File: src/hw/radio_consts.svh
/*
 * global sizing for the radio front-end fabric
 * channel count, sample and settings widths
 * depth of the time-sync synchronizer
 */

`ifndef RADIO_CONSTS_SVH
`define RADIO_CONSTS_SVH

//////////////////////////////
// channel layout
//////////////////////////////

// two daughterboards, two rx channels each
`define RADIO_NUM_CHAN 4

//////////////////////////////
// bus widths
//////////////////////////////

`define RADIO_SAMP_W 32 // one adc word, i in upper half, q in lower
`define RADIO_ADDR_W 8  // settings and readback address

//////////////////////////////
// time sync
//////////////////////////////

`define RADIO_SYNC_STAGES 2 // flops between i_time_sync and the cores

`endif

File: src/hw/radio_types_pkg.sv
/*
 * sample and channel types
 * channel index, i/q pair and the raw-or-i/q sample word
 */

package radio_types_pkg;

   `include "radio_consts.svh"

   // selects one of the four front-end cores
   typedef logic [$clog2(`RADIO_NUM_CHAN)-1:0] chan_idx_t;

   //////////////////////////////
   // sample word views
   //////////////////////////////

   // i sits in the upper half, same as the adc word
   typedef struct packed {
      logic signed [`RADIO_SAMP_W/2-1:0] i;
      logic signed [`RADIO_SAMP_W/2-1:0] q;
   } iq_pair_t;

   // one 32 bit word seen either as i/q or as plain bits
   // rx samples and dc offset are used as i/q, settings data lands raw
   typedef union packed {
      iq_pair_t                 iq;
      logic [`RADIO_SAMP_W-1:0] raw;
   } radio_word_u;

endpackage

File: src/hw/fe_regs_pkg.sv
/*
 * front-end register map
 * address enumeration and the value returned for unmapped reads
 */

package fe_regs_pkg;

   `include "radio_consts.svh"

   //////////////////////////////
   // register addresses
   //////////////////////////////

   typedef enum logic [`RADIO_ADDR_W-1:0] {
      // writable, each reads back its own value
      REG_DC_OFFSET = 8'h00, // i/q offset subtracted from rx
      REG_GPIO_OUT  = 8'h01, // db gpio output value
      REG_GPIO_DDR  = 8'h02, // db gpio direction, 1 = drive
      REG_LEDS      = 8'h03, // 3 bit led overlay
      REG_MISC_OUT  = 8'h04, // misc word to the board
      // readback only
      REG_GPIO_IN   = 8'h10, // db gpio pins
      REG_RX_COUNT  = 8'h11, // samples since reset or time sync
      REG_MISC_IN   = 8'h12  // misc word from the board
   } fe_reg_e;

   // anything not in the map reads as this
   localparam logic [`RADIO_SAMP_W-1:0] FE_RB_DEFAULT = '0;

endpackage

File: src/hw/fe_ctrl_if.sv
/*
 * per-channel front-end control interface
 * strobed settings writes and strobed readback
 * router and core modports
 */

`timescale 1ns/10ps

`include "radio_consts.svh"

interface fe_ctrl_if;

   //////////////////////////////
   // settings write
   //////////////////////////////

   logic                     set_stb;  // one cycle per write
   logic [`RADIO_ADDR_W-1:0] set_addr;
   logic [`RADIO_SAMP_W-1:0] set_data;

   //////////////////////////////
   // readback
   //////////////////////////////

   logic                     rb_stb;   // one cycle per read
   logic [`RADIO_ADDR_W-1:0] rb_addr;
   logic [`RADIO_SAMP_W-1:0] rb_data;  // registered by the core, cycle after rb_stb

   // router side issues requests, collects rb_data
   modport router (
      output set_stb, set_addr, set_data,
      output rb_stb, rb_addr,
      input  rb_data
   );

   // core side
   modport core (
      input  set_stb, set_addr, set_data,
      input  rb_stb, rb_addr,
      output rb_data
   );

endinterface

File: src/hw/fe_ctrl_router.sv
/*
 * settings and readback router for the four front-end cores
 * write strobe steered to one channel, readback request registered
 * two-deep channel pipeline picks the answering core
 */

`timescale 1ns/10ps

`include "radio_consts.svh"

module fe_ctrl_router import radio_types_pkg::*; (
   input  logic                     i_clk,
   input  logic                     i_rst,
   // settings write
   input  logic                     i_set_stb,
   input  chan_idx_t                i_set_chan,
   input  logic [`RADIO_ADDR_W-1:0] i_set_addr,
   input  logic [`RADIO_SAMP_W-1:0] i_set_data,
   // readback request and answer
   input  logic                     i_rb_stb,
   input  chan_idx_t                i_rb_chan,
   input  logic [`RADIO_ADDR_W-1:0] i_rb_addr,
   output logic                     o_rb_valid,
   output logic [`RADIO_SAMP_W-1:0] o_rb_data,
   // towards the cores
   fe_ctrl_if.router                fe_ctrl [`RADIO_NUM_CHAN]
);

   logic [1:0]               rb_vld_d;          // [0] at the core, [1] data ready
   chan_idx_t                rb_chan_d [2];     // requester, in step with rb_vld_d
   logic [`RADIO_ADDR_W-1:0] rb_addr_q;
   logic [`RADIO_SAMP_W-1:0] rb_data_w [`RADIO_NUM_CHAN];

   //////////////////////////////
   // request pipeline
   //////////////////////////////

   always_ff @(posedge i_clk) begin
      if (i_rst) begin
         rb_vld_d   <= '0;
         o_rb_valid <= 1'b0;
      end else begin
         rb_vld_d   <= {rb_vld_d[0], i_rb_stb};
         o_rb_valid <= rb_vld_d[1];
      end
   end

   // requester channel and address travel beside rb_vld_d
   always_ff @(posedge i_clk) begin
      rb_chan_d[0] <= i_rb_chan;
      rb_chan_d[1] <= rb_chan_d[0];
      rb_addr_q    <= i_rb_addr;
   end

   //////////////////////////////
   // per channel fan out
   //////////////////////////////

   for (genvar g = 0; g < `RADIO_NUM_CHAN; g++) begin : gen_chan
      // writes go straight through and only the selected strobe fires
      assign fe_ctrl[g].set_stb  = i_set_stb && (i_set_chan == chan_idx_t'(g));
      assign fe_ctrl[g].set_addr = i_set_addr;
      assign fe_ctrl[g].set_data = i_set_data;
      // readback one cycle behind the request
      assign fe_ctrl[g].rb_stb   = rb_vld_d[0] && (rb_chan_d[0] == chan_idx_t'(g));
      assign fe_ctrl[g].rb_addr  = rb_addr_q;
      assign rb_data_w[g]        = fe_ctrl[g].rb_data;
   end

   // pick the core that answered last cycle by the delayed channel
   always_ff @(posedge i_clk) begin
      o_rb_data <= rb_data_w[rb_chan_d[1]];
   end

endmodule

File: src/hw/db_fe_core.sv
/*
 * per-channel front-end core
 * settings registers and readback mux
 * rx dc-offset correction on i and q, rx sample counter
 */

`timescale 1ns/10ps

`include "radio_consts.svh"

module db_fe_core import radio_types_pkg::*; import fe_regs_pkg::*; (
   input  logic                     i_clk,
   input  logic                     i_rst,
   fe_ctrl_if.core                  fe_ctrl,
   input  logic                     i_time_sync,   // already in radio_clk
   // rx sample path
   input  logic                     i_rx_stb,
   input  radio_word_u              i_rx_data,
   output logic                     o_rx_stb,
   output radio_word_u              o_rx_data,
   // daughterboard io
   input  logic [`RADIO_SAMP_W-1:0] i_gpio_in,
   output logic [`RADIO_SAMP_W-1:0] o_gpio_out,
   output logic [`RADIO_SAMP_W-1:0] o_gpio_ddr,
   output logic [2:0]               o_leds,
   input  logic [`RADIO_SAMP_W-1:0] i_misc_in,
   output logic [`RADIO_SAMP_W-1:0] o_misc_out
);

   radio_word_u              dc_offset;   // written raw, applied as i/q
   logic [`RADIO_SAMP_W-1:0] gpio_out_q;
   logic [`RADIO_SAMP_W-1:0] gpio_ddr_q;
   logic [2:0]               leds_q;
   logic [`RADIO_SAMP_W-1:0] misc_out_q;
   logic [31:0]              rx_count;

   //////////////////////////////
   // settings registers
   //////////////////////////////

   always_ff @(posedge i_clk) begin
      if (i_rst) begin
         dc_offset  <= '0;
         gpio_out_q <= '0;
         gpio_ddr_q <= '0;
         leds_q     <= '0;
         misc_out_q <= '0;
      end else if (fe_ctrl.set_stb) begin
         case (fe_reg_e'(fe_ctrl.set_addr))
            REG_DC_OFFSET: dc_offset.raw <= fe_ctrl.set_data;
            REG_GPIO_OUT:  gpio_out_q    <= fe_ctrl.set_data;
            REG_GPIO_DDR:  gpio_ddr_q    <= fe_ctrl.set_data;
            REG_LEDS:      leds_q        <= fe_ctrl.set_data[2:0]; // upper bits dropped
            REG_MISC_OUT:  misc_out_q    <= fe_ctrl.set_data;
            default: ;                                             // read-only or unmapped
         endcase
      end
   end

   // straight to the pins while the board map adds the misc register
   assign o_gpio_out = gpio_out_q;
   assign o_gpio_ddr = gpio_ddr_q;
   assign o_leds     = leds_q;
   assign o_misc_out = misc_out_q;

   //////////////////////////////
   // rx correction
   //////////////////////////////

   always_ff @(posedge i_clk) begin
      if (i_rst) o_rx_stb <= 1'b0;
      else       o_rx_stb <= i_rx_stb;
   end

   // i and q subtracted on their own and each wraps at 16 bits
   always_ff @(posedge i_clk) begin
      if (i_rx_stb) begin
         o_rx_data.iq.i <= i_rx_data.iq.i - dc_offset.iq.i;
         o_rx_data.iq.q <= i_rx_data.iq.q - dc_offset.iq.q;
      end
   end

   // time sync wins over a same-cycle strobe
   always_ff @(posedge i_clk) begin
      if (i_rst || i_time_sync) rx_count <= '0;
      else if (i_rx_stb)        rx_count <= rx_count + 32'd1;
   end

   //////////////////////////////
   // readback
   //////////////////////////////

   always_ff @(posedge i_clk) begin
      if (fe_ctrl.rb_stb) begin
         case (fe_reg_e'(fe_ctrl.rb_addr))
            REG_DC_OFFSET: fe_ctrl.rb_data <= dc_offset.raw;
            REG_GPIO_OUT:  fe_ctrl.rb_data <= gpio_out_q;
            REG_GPIO_DDR:  fe_ctrl.rb_data <= gpio_ddr_q;
            REG_LEDS:      fe_ctrl.rb_data <= {{(`RADIO_SAMP_W-3){1'b0}}, leds_q};
            REG_MISC_OUT:  fe_ctrl.rb_data <= misc_out_q;
            REG_GPIO_IN:   fe_ctrl.rb_data <= i_gpio_in;  // zero on odd channels
            REG_RX_COUNT:  fe_ctrl.rb_data <= rx_count;
            REG_MISC_IN:   fe_ctrl.rb_data <= i_misc_in;
            default:       fe_ctrl.rb_data <= FE_RB_DEFAULT;
         endcase
      end
   end

endmodule

File: src/hw/radio_board_map.sv
/*
 * board to channel mapping for two daughterboards
 * adc fan out, gpio and misc steering, led overlay
 * time-sync synchronizer
 */

`timescale 1ns/10ps

`include "radio_consts.svh"

module radio_board_map import radio_types_pkg::*; (
   input  logic                     i_clk,
   input  logic                     i_rst,
   // board side
   input  logic [`RADIO_SAMP_W-1:0] i_rx0,
   input  logic [`RADIO_SAMP_W-1:0] i_rx1,
   input  logic                     i_rx0_stb,
   input  logic                     i_rx1_stb,
   input  logic [`RADIO_SAMP_W-1:0] i_db0_gpio_in,
   input  logic [`RADIO_SAMP_W-1:0] i_db1_gpio_in,
   output logic [`RADIO_SAMP_W-1:0] o_db0_gpio_out,
   output logic [`RADIO_SAMP_W-1:0] o_db1_gpio_out,
   output logic [`RADIO_SAMP_W-1:0] o_db0_gpio_ddr,
   output logic [`RADIO_SAMP_W-1:0] o_db1_gpio_ddr,
   output logic [2:0]               o_radio_led0,
   output logic [2:0]               o_radio_led1,
   input  logic [`RADIO_SAMP_W-1:0] i_radio0_misc_in,
   input  logic [`RADIO_SAMP_W-1:0] i_radio1_misc_in,
   output logic [`RADIO_SAMP_W-1:0] o_radio0_misc_out,
   output logic [`RADIO_SAMP_W-1:0] o_radio1_misc_out,
   input  logic                     i_time_sync,     // async
   // core side, one entry per channel
   output logic                     o_rx_stb   [`RADIO_NUM_CHAN],
   output radio_word_u              o_rx_data  [`RADIO_NUM_CHAN],
   output logic [`RADIO_SAMP_W-1:0] o_gpio_in  [`RADIO_NUM_CHAN],
   input  logic [`RADIO_SAMP_W-1:0] i_gpio_out [`RADIO_NUM_CHAN],
   input  logic [`RADIO_SAMP_W-1:0] i_gpio_ddr [`RADIO_NUM_CHAN],
   input  logic [2:0]               i_leds     [`RADIO_NUM_CHAN],
   output logic [`RADIO_SAMP_W-1:0] o_misc_in  [`RADIO_NUM_CHAN],
   input  logic [`RADIO_SAMP_W-1:0] i_misc_out [`RADIO_NUM_CHAN],
   output logic                     o_time_sync
);

   logic [`RADIO_SYNC_STAGES-1:0] sync_q;

   //////////////////////////////
   // adc and gpio
   //////////////////////////////

   // each adc word feeds both channels of its board
   assign o_rx_data[0] = i_rx0;
   assign o_rx_stb[0]  = i_rx0_stb;
   assign o_rx_data[1] = i_rx0;
   assign o_rx_stb[1]  = i_rx0_stb;
   assign o_rx_data[2] = i_rx1;
   assign o_rx_stb[2]  = i_rx1_stb;
   assign o_rx_data[3] = i_rx1;
   assign o_rx_stb[3]  = i_rx1_stb;

   // only even channels own the board pins
   assign o_gpio_in[0]   = i_db0_gpio_in;
   assign o_gpio_in[1]   = '0;
   assign o_gpio_in[2]   = i_db1_gpio_in;
   assign o_gpio_in[3]   = '0;
   assign o_db0_gpio_out = i_gpio_out[0];   // [1] unused
   assign o_db1_gpio_out = i_gpio_out[2];   // [3] unused
   assign o_db0_gpio_ddr = i_gpio_ddr[0];
   assign o_db1_gpio_ddr = i_gpio_ddr[2];

   // both channels of a board light the same leds
   assign o_radio_led0 = i_leds[0] | i_leds[1];
   assign o_radio_led1 = i_leds[2] | i_leds[3];

   //////////////////////////////
   // misc words and time sync
   //////////////////////////////

   always_ff @(posedge i_clk) begin
      if (i_rst) begin
         o_radio0_misc_out <= '0;
         o_radio1_misc_out <= '0;
         o_misc_in[0]      <= '0;
         o_misc_in[2]      <= '0;
         sync_q            <= '0;
      end else begin
         o_radio0_misc_out <= i_misc_out[0];
         o_radio1_misc_out <= i_misc_out[2];
         o_misc_in[0]      <= i_radio0_misc_in;
         o_misc_in[2]      <= i_radio1_misc_in;
         sync_q            <= {sync_q[`RADIO_SYNC_STAGES-2:0], i_time_sync};
      end
   end

   assign o_misc_in[1] = '0;   // odd channels see no board
   assign o_misc_in[3] = '0;
   assign o_time_sync  = sync_q[`RADIO_SYNC_STAGES-1];

endmodule

File: src/hw/radio_core_top.sv
/*
 * radio front-end fabric top level
 * control router, board map, four front-end cores
 */

`timescale 1ns/10ps

`include "radio_consts.svh"

module radio_core_top import radio_types_pkg::*; (
   input  logic                     radio_clk,
   input  logic                     i_rst,
   // settings and readback
   input  logic                     i_set_stb,
   input  logic [1:0]               i_set_chan,
   input  logic [`RADIO_ADDR_W-1:0] i_set_addr,
   input  logic [`RADIO_SAMP_W-1:0] i_set_data,
   input  logic                     i_rb_stb,
   input  logic [1:0]               i_rb_chan,
   input  logic [`RADIO_ADDR_W-1:0] i_rb_addr,
   output logic                     o_rb_valid,
   output logic [`RADIO_SAMP_W-1:0] o_rb_data,
   // board 0
   input  logic [`RADIO_SAMP_W-1:0] i_rx0,
   input  logic                     i_rx0_stb,
   input  logic [`RADIO_SAMP_W-1:0] i_db0_gpio_in,
   output logic [`RADIO_SAMP_W-1:0] o_db0_gpio_out,
   output logic [`RADIO_SAMP_W-1:0] o_db0_gpio_ddr,
   output logic [2:0]               o_radio_led0,
   input  logic [`RADIO_SAMP_W-1:0] i_radio0_misc_in,
   output logic [`RADIO_SAMP_W-1:0] o_radio0_misc_out,
   // board 1
   input  logic [`RADIO_SAMP_W-1:0] i_rx1,
   input  logic                     i_rx1_stb,
   input  logic [`RADIO_SAMP_W-1:0] i_db1_gpio_in,
   output logic [`RADIO_SAMP_W-1:0] o_db1_gpio_out,
   output logic [`RADIO_SAMP_W-1:0] o_db1_gpio_ddr,
   output logic [2:0]               o_radio_led1,
   input  logic [`RADIO_SAMP_W-1:0] i_radio1_misc_in,
   output logic [`RADIO_SAMP_W-1:0] o_radio1_misc_out,
   input  logic                     i_time_sync,
   // corrected rx per channel
   output logic [`RADIO_NUM_CHAN-1:0] o_rx_stb,
   output logic [`RADIO_SAMP_W-1:0]   o_rx_data [`RADIO_NUM_CHAN]
);

   fe_ctrl_if fe_ctrl [`RADIO_NUM_CHAN] ();

   logic                     rx_stb   [`RADIO_NUM_CHAN];   // board map to cores
   radio_word_u              rx_data  [`RADIO_NUM_CHAN];
   logic [`RADIO_SAMP_W-1:0] gpio_in  [`RADIO_NUM_CHAN];
   logic [`RADIO_SAMP_W-1:0] gpio_out [`RADIO_NUM_CHAN];
   logic [`RADIO_SAMP_W-1:0] gpio_ddr [`RADIO_NUM_CHAN];
   logic [2:0]               leds     [`RADIO_NUM_CHAN];
   logic [`RADIO_SAMP_W-1:0] misc_in  [`RADIO_NUM_CHAN];
   logic [`RADIO_SAMP_W-1:0] misc_out [`RADIO_NUM_CHAN];
   logic                     time_sync_r;                  // synchronized

   fe_ctrl_router u_router (
      .i_clk(radio_clk), .i_rst(i_rst),
      .i_set_stb(i_set_stb), .i_set_chan(i_set_chan),
      .i_set_addr(i_set_addr), .i_set_data(i_set_data),
      .i_rb_stb(i_rb_stb), .i_rb_chan(i_rb_chan), .i_rb_addr(i_rb_addr),
      .o_rb_valid(o_rb_valid), .o_rb_data(o_rb_data),
      .fe_ctrl(fe_ctrl)
   );

   radio_board_map u_board_map (
      .i_clk(radio_clk), .i_rst(i_rst),
      .i_rx0(i_rx0), .i_rx1(i_rx1), .i_rx0_stb(i_rx0_stb), .i_rx1_stb(i_rx1_stb),
      .i_db0_gpio_in(i_db0_gpio_in), .i_db1_gpio_in(i_db1_gpio_in),
      .o_db0_gpio_out(o_db0_gpio_out), .o_db1_gpio_out(o_db1_gpio_out),
      .o_db0_gpio_ddr(o_db0_gpio_ddr), .o_db1_gpio_ddr(o_db1_gpio_ddr),
      .o_radio_led0(o_radio_led0), .o_radio_led1(o_radio_led1),
      .i_radio0_misc_in(i_radio0_misc_in), .i_radio1_misc_in(i_radio1_misc_in),
      .o_radio0_misc_out(o_radio0_misc_out), .o_radio1_misc_out(o_radio1_misc_out),
      .i_time_sync(i_time_sync),
      .o_rx_stb(rx_stb), .o_rx_data(rx_data), .o_gpio_in(gpio_in),
      .i_gpio_out(gpio_out), .i_gpio_ddr(gpio_ddr), .i_leds(leds),
      .o_misc_in(misc_in), .i_misc_out(misc_out), .o_time_sync(time_sync_r)
   );

   for (genvar g = 0; g < `RADIO_NUM_CHAN; g++) begin : gen_chan
      db_fe_core u_fe_core (
         .i_clk(radio_clk), .i_rst(i_rst), .fe_ctrl(fe_ctrl[g]), .i_time_sync(time_sync_r),
         .i_rx_stb(rx_stb[g]), .i_rx_data(rx_data[g]),
         .o_rx_stb(o_rx_stb[g]), .o_rx_data(o_rx_data[g]),
         .i_gpio_in(gpio_in[g]), .o_gpio_out(gpio_out[g]), .o_gpio_ddr(gpio_ddr[g]),
         .o_leds(leds[g]), .i_misc_in(misc_in[g]), .o_misc_out(misc_out[g])
      );
   end

endmodule

File: config.mk
export PLATFORM = sky130hd
export DESIGN_NAME = radio_core_top
export DESIGN_NICKNAME = d
export VERILOG_FILES = /design/src/hw/radio_types_pkg.sv /design/src/hw/fe_regs_pkg.sv /design/src/hw/fe_ctrl_if.sv /design/src/hw/fe_ctrl_router.sv /design/src/hw/db_fe_core.sv /design/src/hw/radio_board_map.sv /design/src/hw/radio_core_top.sv
export VERILOG_INCLUDE_DIRS = /design/src /design/src/hw
export SDC_FILE = /design/constraint.sdc
export NUM_CORES = 2
export LEC_CHECK = 0
export ABC_AREA = 1
export BUFFER_PORTS_ARGS = -buffer_cell sky130_fd_sc_hd__buf_2
export CAP_MARGIN = 20
export CORE_MARGIN = 2
export CORE_UTILIZATION = 40
export DETAILED_ROUTE_END_ITERATION = 7
export PLACE_DENSITY = 0.63
export REMOVE_ABC_BUFFERS = 1
export SYNTH_ARGS = -nofsm -noshare
export SYNTH_HDL_FRONTEND = slang
export SYNTH_SLANG_ARGS = --single-unit
export TNS_END_PERCENT = 100
File: constraint.sdc
create_clock -name radio_clk -period 6 [get_ports radio_clk]
set_input_delay 0.6 -clock radio_clk [delete_from_list [all_inputs] [get_ports radio_clk]]
set_output_delay 0.6 -clock radio_clk [all_outputs]
set_load 0.01 [all_outputs]
==> results.sh <==
export IMPL_timing_worst_setup_path_type="flop to flop"
export IMPL_layout_worst_path_cycle_share=0.590
export IMPL_die_width_um=370
export IMPL_areaGrowthSynthToFinish_pct=15.5
export IMPL_cts_tree="yes"
export IMPL_timing_clock_skew_ns=0.0256
export IMPL_maximum_vdd_drop_uv=247
export IMPL_initial_drc_count=6302
export IMPL_post_synth_instance_area_mm2=0.0537
export IMPL_actual_transition_at_the_worst_max_transition_pin_ns=1.17
export IMPL_run_status="completed"
export IMPL_cts_htree_levels=3
export IMPL_placeableCoreArea_mm2=0.133
export IMPL_cts_hold_buffers_added=12
export IMPL_cts_reportedPaths_clkPinSlew_ns=0.06
export IMPL_syn_area_per_cell_um2=7.04
export IMPL_wirelength_mm=217
export IMPL_finalNonFillerCells=9863
export IMPL_yosys_warnings=0
export IMPL_track_usage=0.304
export IMPL_clk_path_buf_depth=3
export IMPL_dp_cells=9628
export IMPL_row_count=134
export IMPL_report_final_slew_viol_count=0
export IMPL_final_fill_count=13575
export IMPL_hpwlAfterDp_mm=152
export IMPL_boundaryPins=614
export IMPL_synth_seq_area_share=0.453
export IMPL_grt_max_degree=150
export IMPL_startpoint_of_the_tightest_hold_check_path="i_radio1_misc_in[26]"
export IMPL_initial_utilization=0.403
export IMPL_timing_final_hold_violations=0
export IMPL_total_congestion_overflow=0
export IMPL_critical_path_startpoint_type="flop"
export IMPL_critPathRequiredTime_ns=6.50
export IMPL_setup_violations_final=0
export IMPL_nets=8374
export IMPL_synth_common_cells="sky130_fd_sc_hd__nand2_1 (1797), sky130_fd_sc_hd__nand3_1 (1060), sky130_fd_sc_hd__nor2_1 (1034)"
export IMPL_global_route_wire_length_before_repair_mm=312
export IMPL_detail_route_drc_violations=0
export IMPL_routed_wire_length_per_instance_um=22.0
export IMPL_synth_edf_count=256
export IMPL_power_density_mw_per_mm2=267
export IMPL_synth_cells=7629
export IMPL_max_slew_margin_rel=0.211
export IMPL_viasPerCell=5.38
export IMPL_vias=53023
export IMPL_postLayoutCoreUtil=0.465
export IMPL_worst_skew_pair_later_pin_latency_ns=0.76
export IMPL_critical_path_max_fanout=52
export IMPL_synth_area_top_cells="sky130_fd_sc_hd__dfxtp_1 (31%), sky130_fd_sc_hd__edfxtp_1 (14%), sky130_fd_sc_hd__nand2_1 (13%)"
export IMPL_fmax_achieved_mhz=283
export IMPL_floorplan_die_height_um=370
export IMPL_async_flop_share=0
export IMPL_die_area_mm2=0.137
export IMPL_number_of_global_route_vias_before_repair=48253
export IMPL_placer_s_final_routability_congestion_estimate=0.936
export IMPL_drv_max_cap_violation_count=0
export IMPL_minimum_clock_period_ns=3.54
export IMPL_crit_path_start="u_router.fe_ctrl[0].rb_addr[4]"
export IMPL_cp_end_kind="flop"
export IMPL_r2r_start="u_router.fe_ctrl[0].rb_addr[4]"
export IMPL_cp_data_arrival_time_ns=4.04
export IMPL_number_of_antenna_violations_at_the_first_check_in_global_routing=14
export IMPL_post_synth_num_cell_types=33
export IMPL_cts_buffers=117
export IMPL_synth_top_cell_by_area="sky130_fd_sc_hd__dfxtp_1"
export IMPL_leakage_uw=0.0263
export IMPL_clockRootBuffer="sky130_fd_sc_hd__clkbuf_16"
export IMPL_route_antenna_remaining_nets=0
export IMPL_post_route_cells_drive_above_1_share=0.114
export IMPL_drt_first_pass_iters=7
export IMPL_min_path_type="input pin to flop"
export IMPL_cts_repair_resized=0
export IMPL_setup_repair_after_global_routing_missed_its_margin="no"
export IMPL_synth_most_common_cell="sky130_fd_sc_hd__nand2_1"
export IMPL_post_synthesis_register_bit_count=1087
export IMPL_cts_num_sinks=1087
export IMPL_cts_post_setup_buffers_inserted=0
export IMPL_synth_top_cell_area_share=0.310
export IMPL_ys_flop_type="sky130_fd_sc_hd__dfxtp_1"
export IMPL_portBuffers=613
## report_power, final
| group | leakage [uW] | internal, uW | switching (uW) |
|---|---|---|---|
| combinational | 0.0151 | 358 | 944 |
| sequential | 0.00920 | 7640 | 56.4 |
| clock | 0.00200 | 4360 | 3200 |
## critical path, stage by stage (launching register included)
cell and delay (ns):
sky130_fd_sc_hd__dfxtp_1 0.31, sky130_fd_sc_hd__inv_1 0.07, sky130_fd_sc_hd__nand3_1 0.30, sky130_fd_sc_hd__inv_4 0.33, sky130_fd_sc_hd__nand2_4 0.47, sky130_fd_sc_hd__clkinv_2 0.74, sky130_fd_sc_hd__buf_12 0.49, sky130_fd_sc_hd__nand2_1 0.10
sky130_fd_sc_hd__nand2_1 0.05, sky130_fd_sc_hd__nor2_1 0.24, sky130_fd_sc_hd__nand2_1 0.08
## worst paths after layout
kind	to	slack, ns	cells past startpoint
worst max register to register	gen_chan[0].u_fe_core.fe_ctrl.rb_data[24]	2.46	10
worst min-delay path	u_board_map.o_misc_in[58]	0.05	3
worst min register to register	u_router.o_rb_valid	0.40	2
worst max-delay path	gen_chan[0].u_fe_core.fe_ctrl.rb_data[24]	2.46	10
## stage by stage
step | area (um2) | total power, uW | hold slack [ns] | setup slack (ns) | setup TNS, ns
final | 62000 | 16600 | 0.0522 | 2.46 | 0
after global routing | 62000 | 17000 | 0.0436 | 2.42 | 0
after CTS | 62000 | 16600 | 0.000258 | 2.54 | 0
after detailed placement | 57900 | 9130 | 0.398 | 2.56 | 0
after global placement | 57900 | 9120 | 0.399 | 2.58 | 0
after floorplan | 51800 | 8470 | 0.365 | -8.41 | -1813.94
## sequential cells by signal, indices dropped and copies added (netlist names), 4 cells and up
name,count
u_router.o_rb_data,32
gen_chan.u_fe_core.rx_count,128
u_router.rb_chan_d,4
u_board_map.o_radio0_misc_out,32
gen_chan.u_fe_core.o_leds,12
gen_chan.u_fe_core.dc_offset,128
u_board_map.o_misc_in,64
gen_chan.u_fe_core.fe_ctrl.rb_data,128
u_board_map.o_radio1_misc_out,32
u_router.fe_ctrl.rb_addr,8
gen_chan.u_fe_core.o_gpio_out,128
gen_chan.u_fe_core.o_gpio_ddr,128
gen_chan.u_fe_core.o_misc_out,128
gen_chan.u_fe_core.o_rx_data,128
## layout make-up
class                           instances  area (um2)  area share
Multi-Input combinational cell       5245       24400       0.394
Sequential cell                      1087       24300       0.392
Timing Repair Buffer                  695        3890      0.0628
Clock buffer                          186        3740      0.0604
Inverter                              845        3180      0.0513
Tap cell                             1768        2210      0.0357
Clock inverter                         35         262     0.00421
Antenna cell                            2        5.00   0.0000807
## layout by cell type (no fill, tap or decap), drive strengths merged, types with 21 or more instances in the layout
cell and n:
inv 849, xnor2 22, nand2 1798, nand3 1060
clkinv 28, and2 21, ha 124, o21ai 300
o22ai 32, nand4 23, nor3 70, clkbuf 186
buf 683, xor2 62, dfxtp 831, edfxtp 256
nor2 1035, a21oi 657
## layer usage
metal	part of all wire	wire length [um]	track usage
met1	0.41	89500	0.407
met2	0.44	95900	0.472
met3	0.10	22500	0.0679
met4	0.042	9140	0.127
met5	0.00021	46	0
## cells by family after synthesis
| group | count (synthesis) | share of synthesized area |
|---|---|---|
| adder cells (fa/ha/maj) | 132 | 0.0319 |
| buffers and inverters | 1297 | 0.0948 |
| AO/OA/AOI/OAI | 995 | 0.0937 |
| AND/OR/NAND/NOR | 4034 | 0.313 |
| flip-flops | 1087 | 0.453 |
| XOR/XNOR | 84 | 0.0137 |
(Power assumes the default switching activity.)
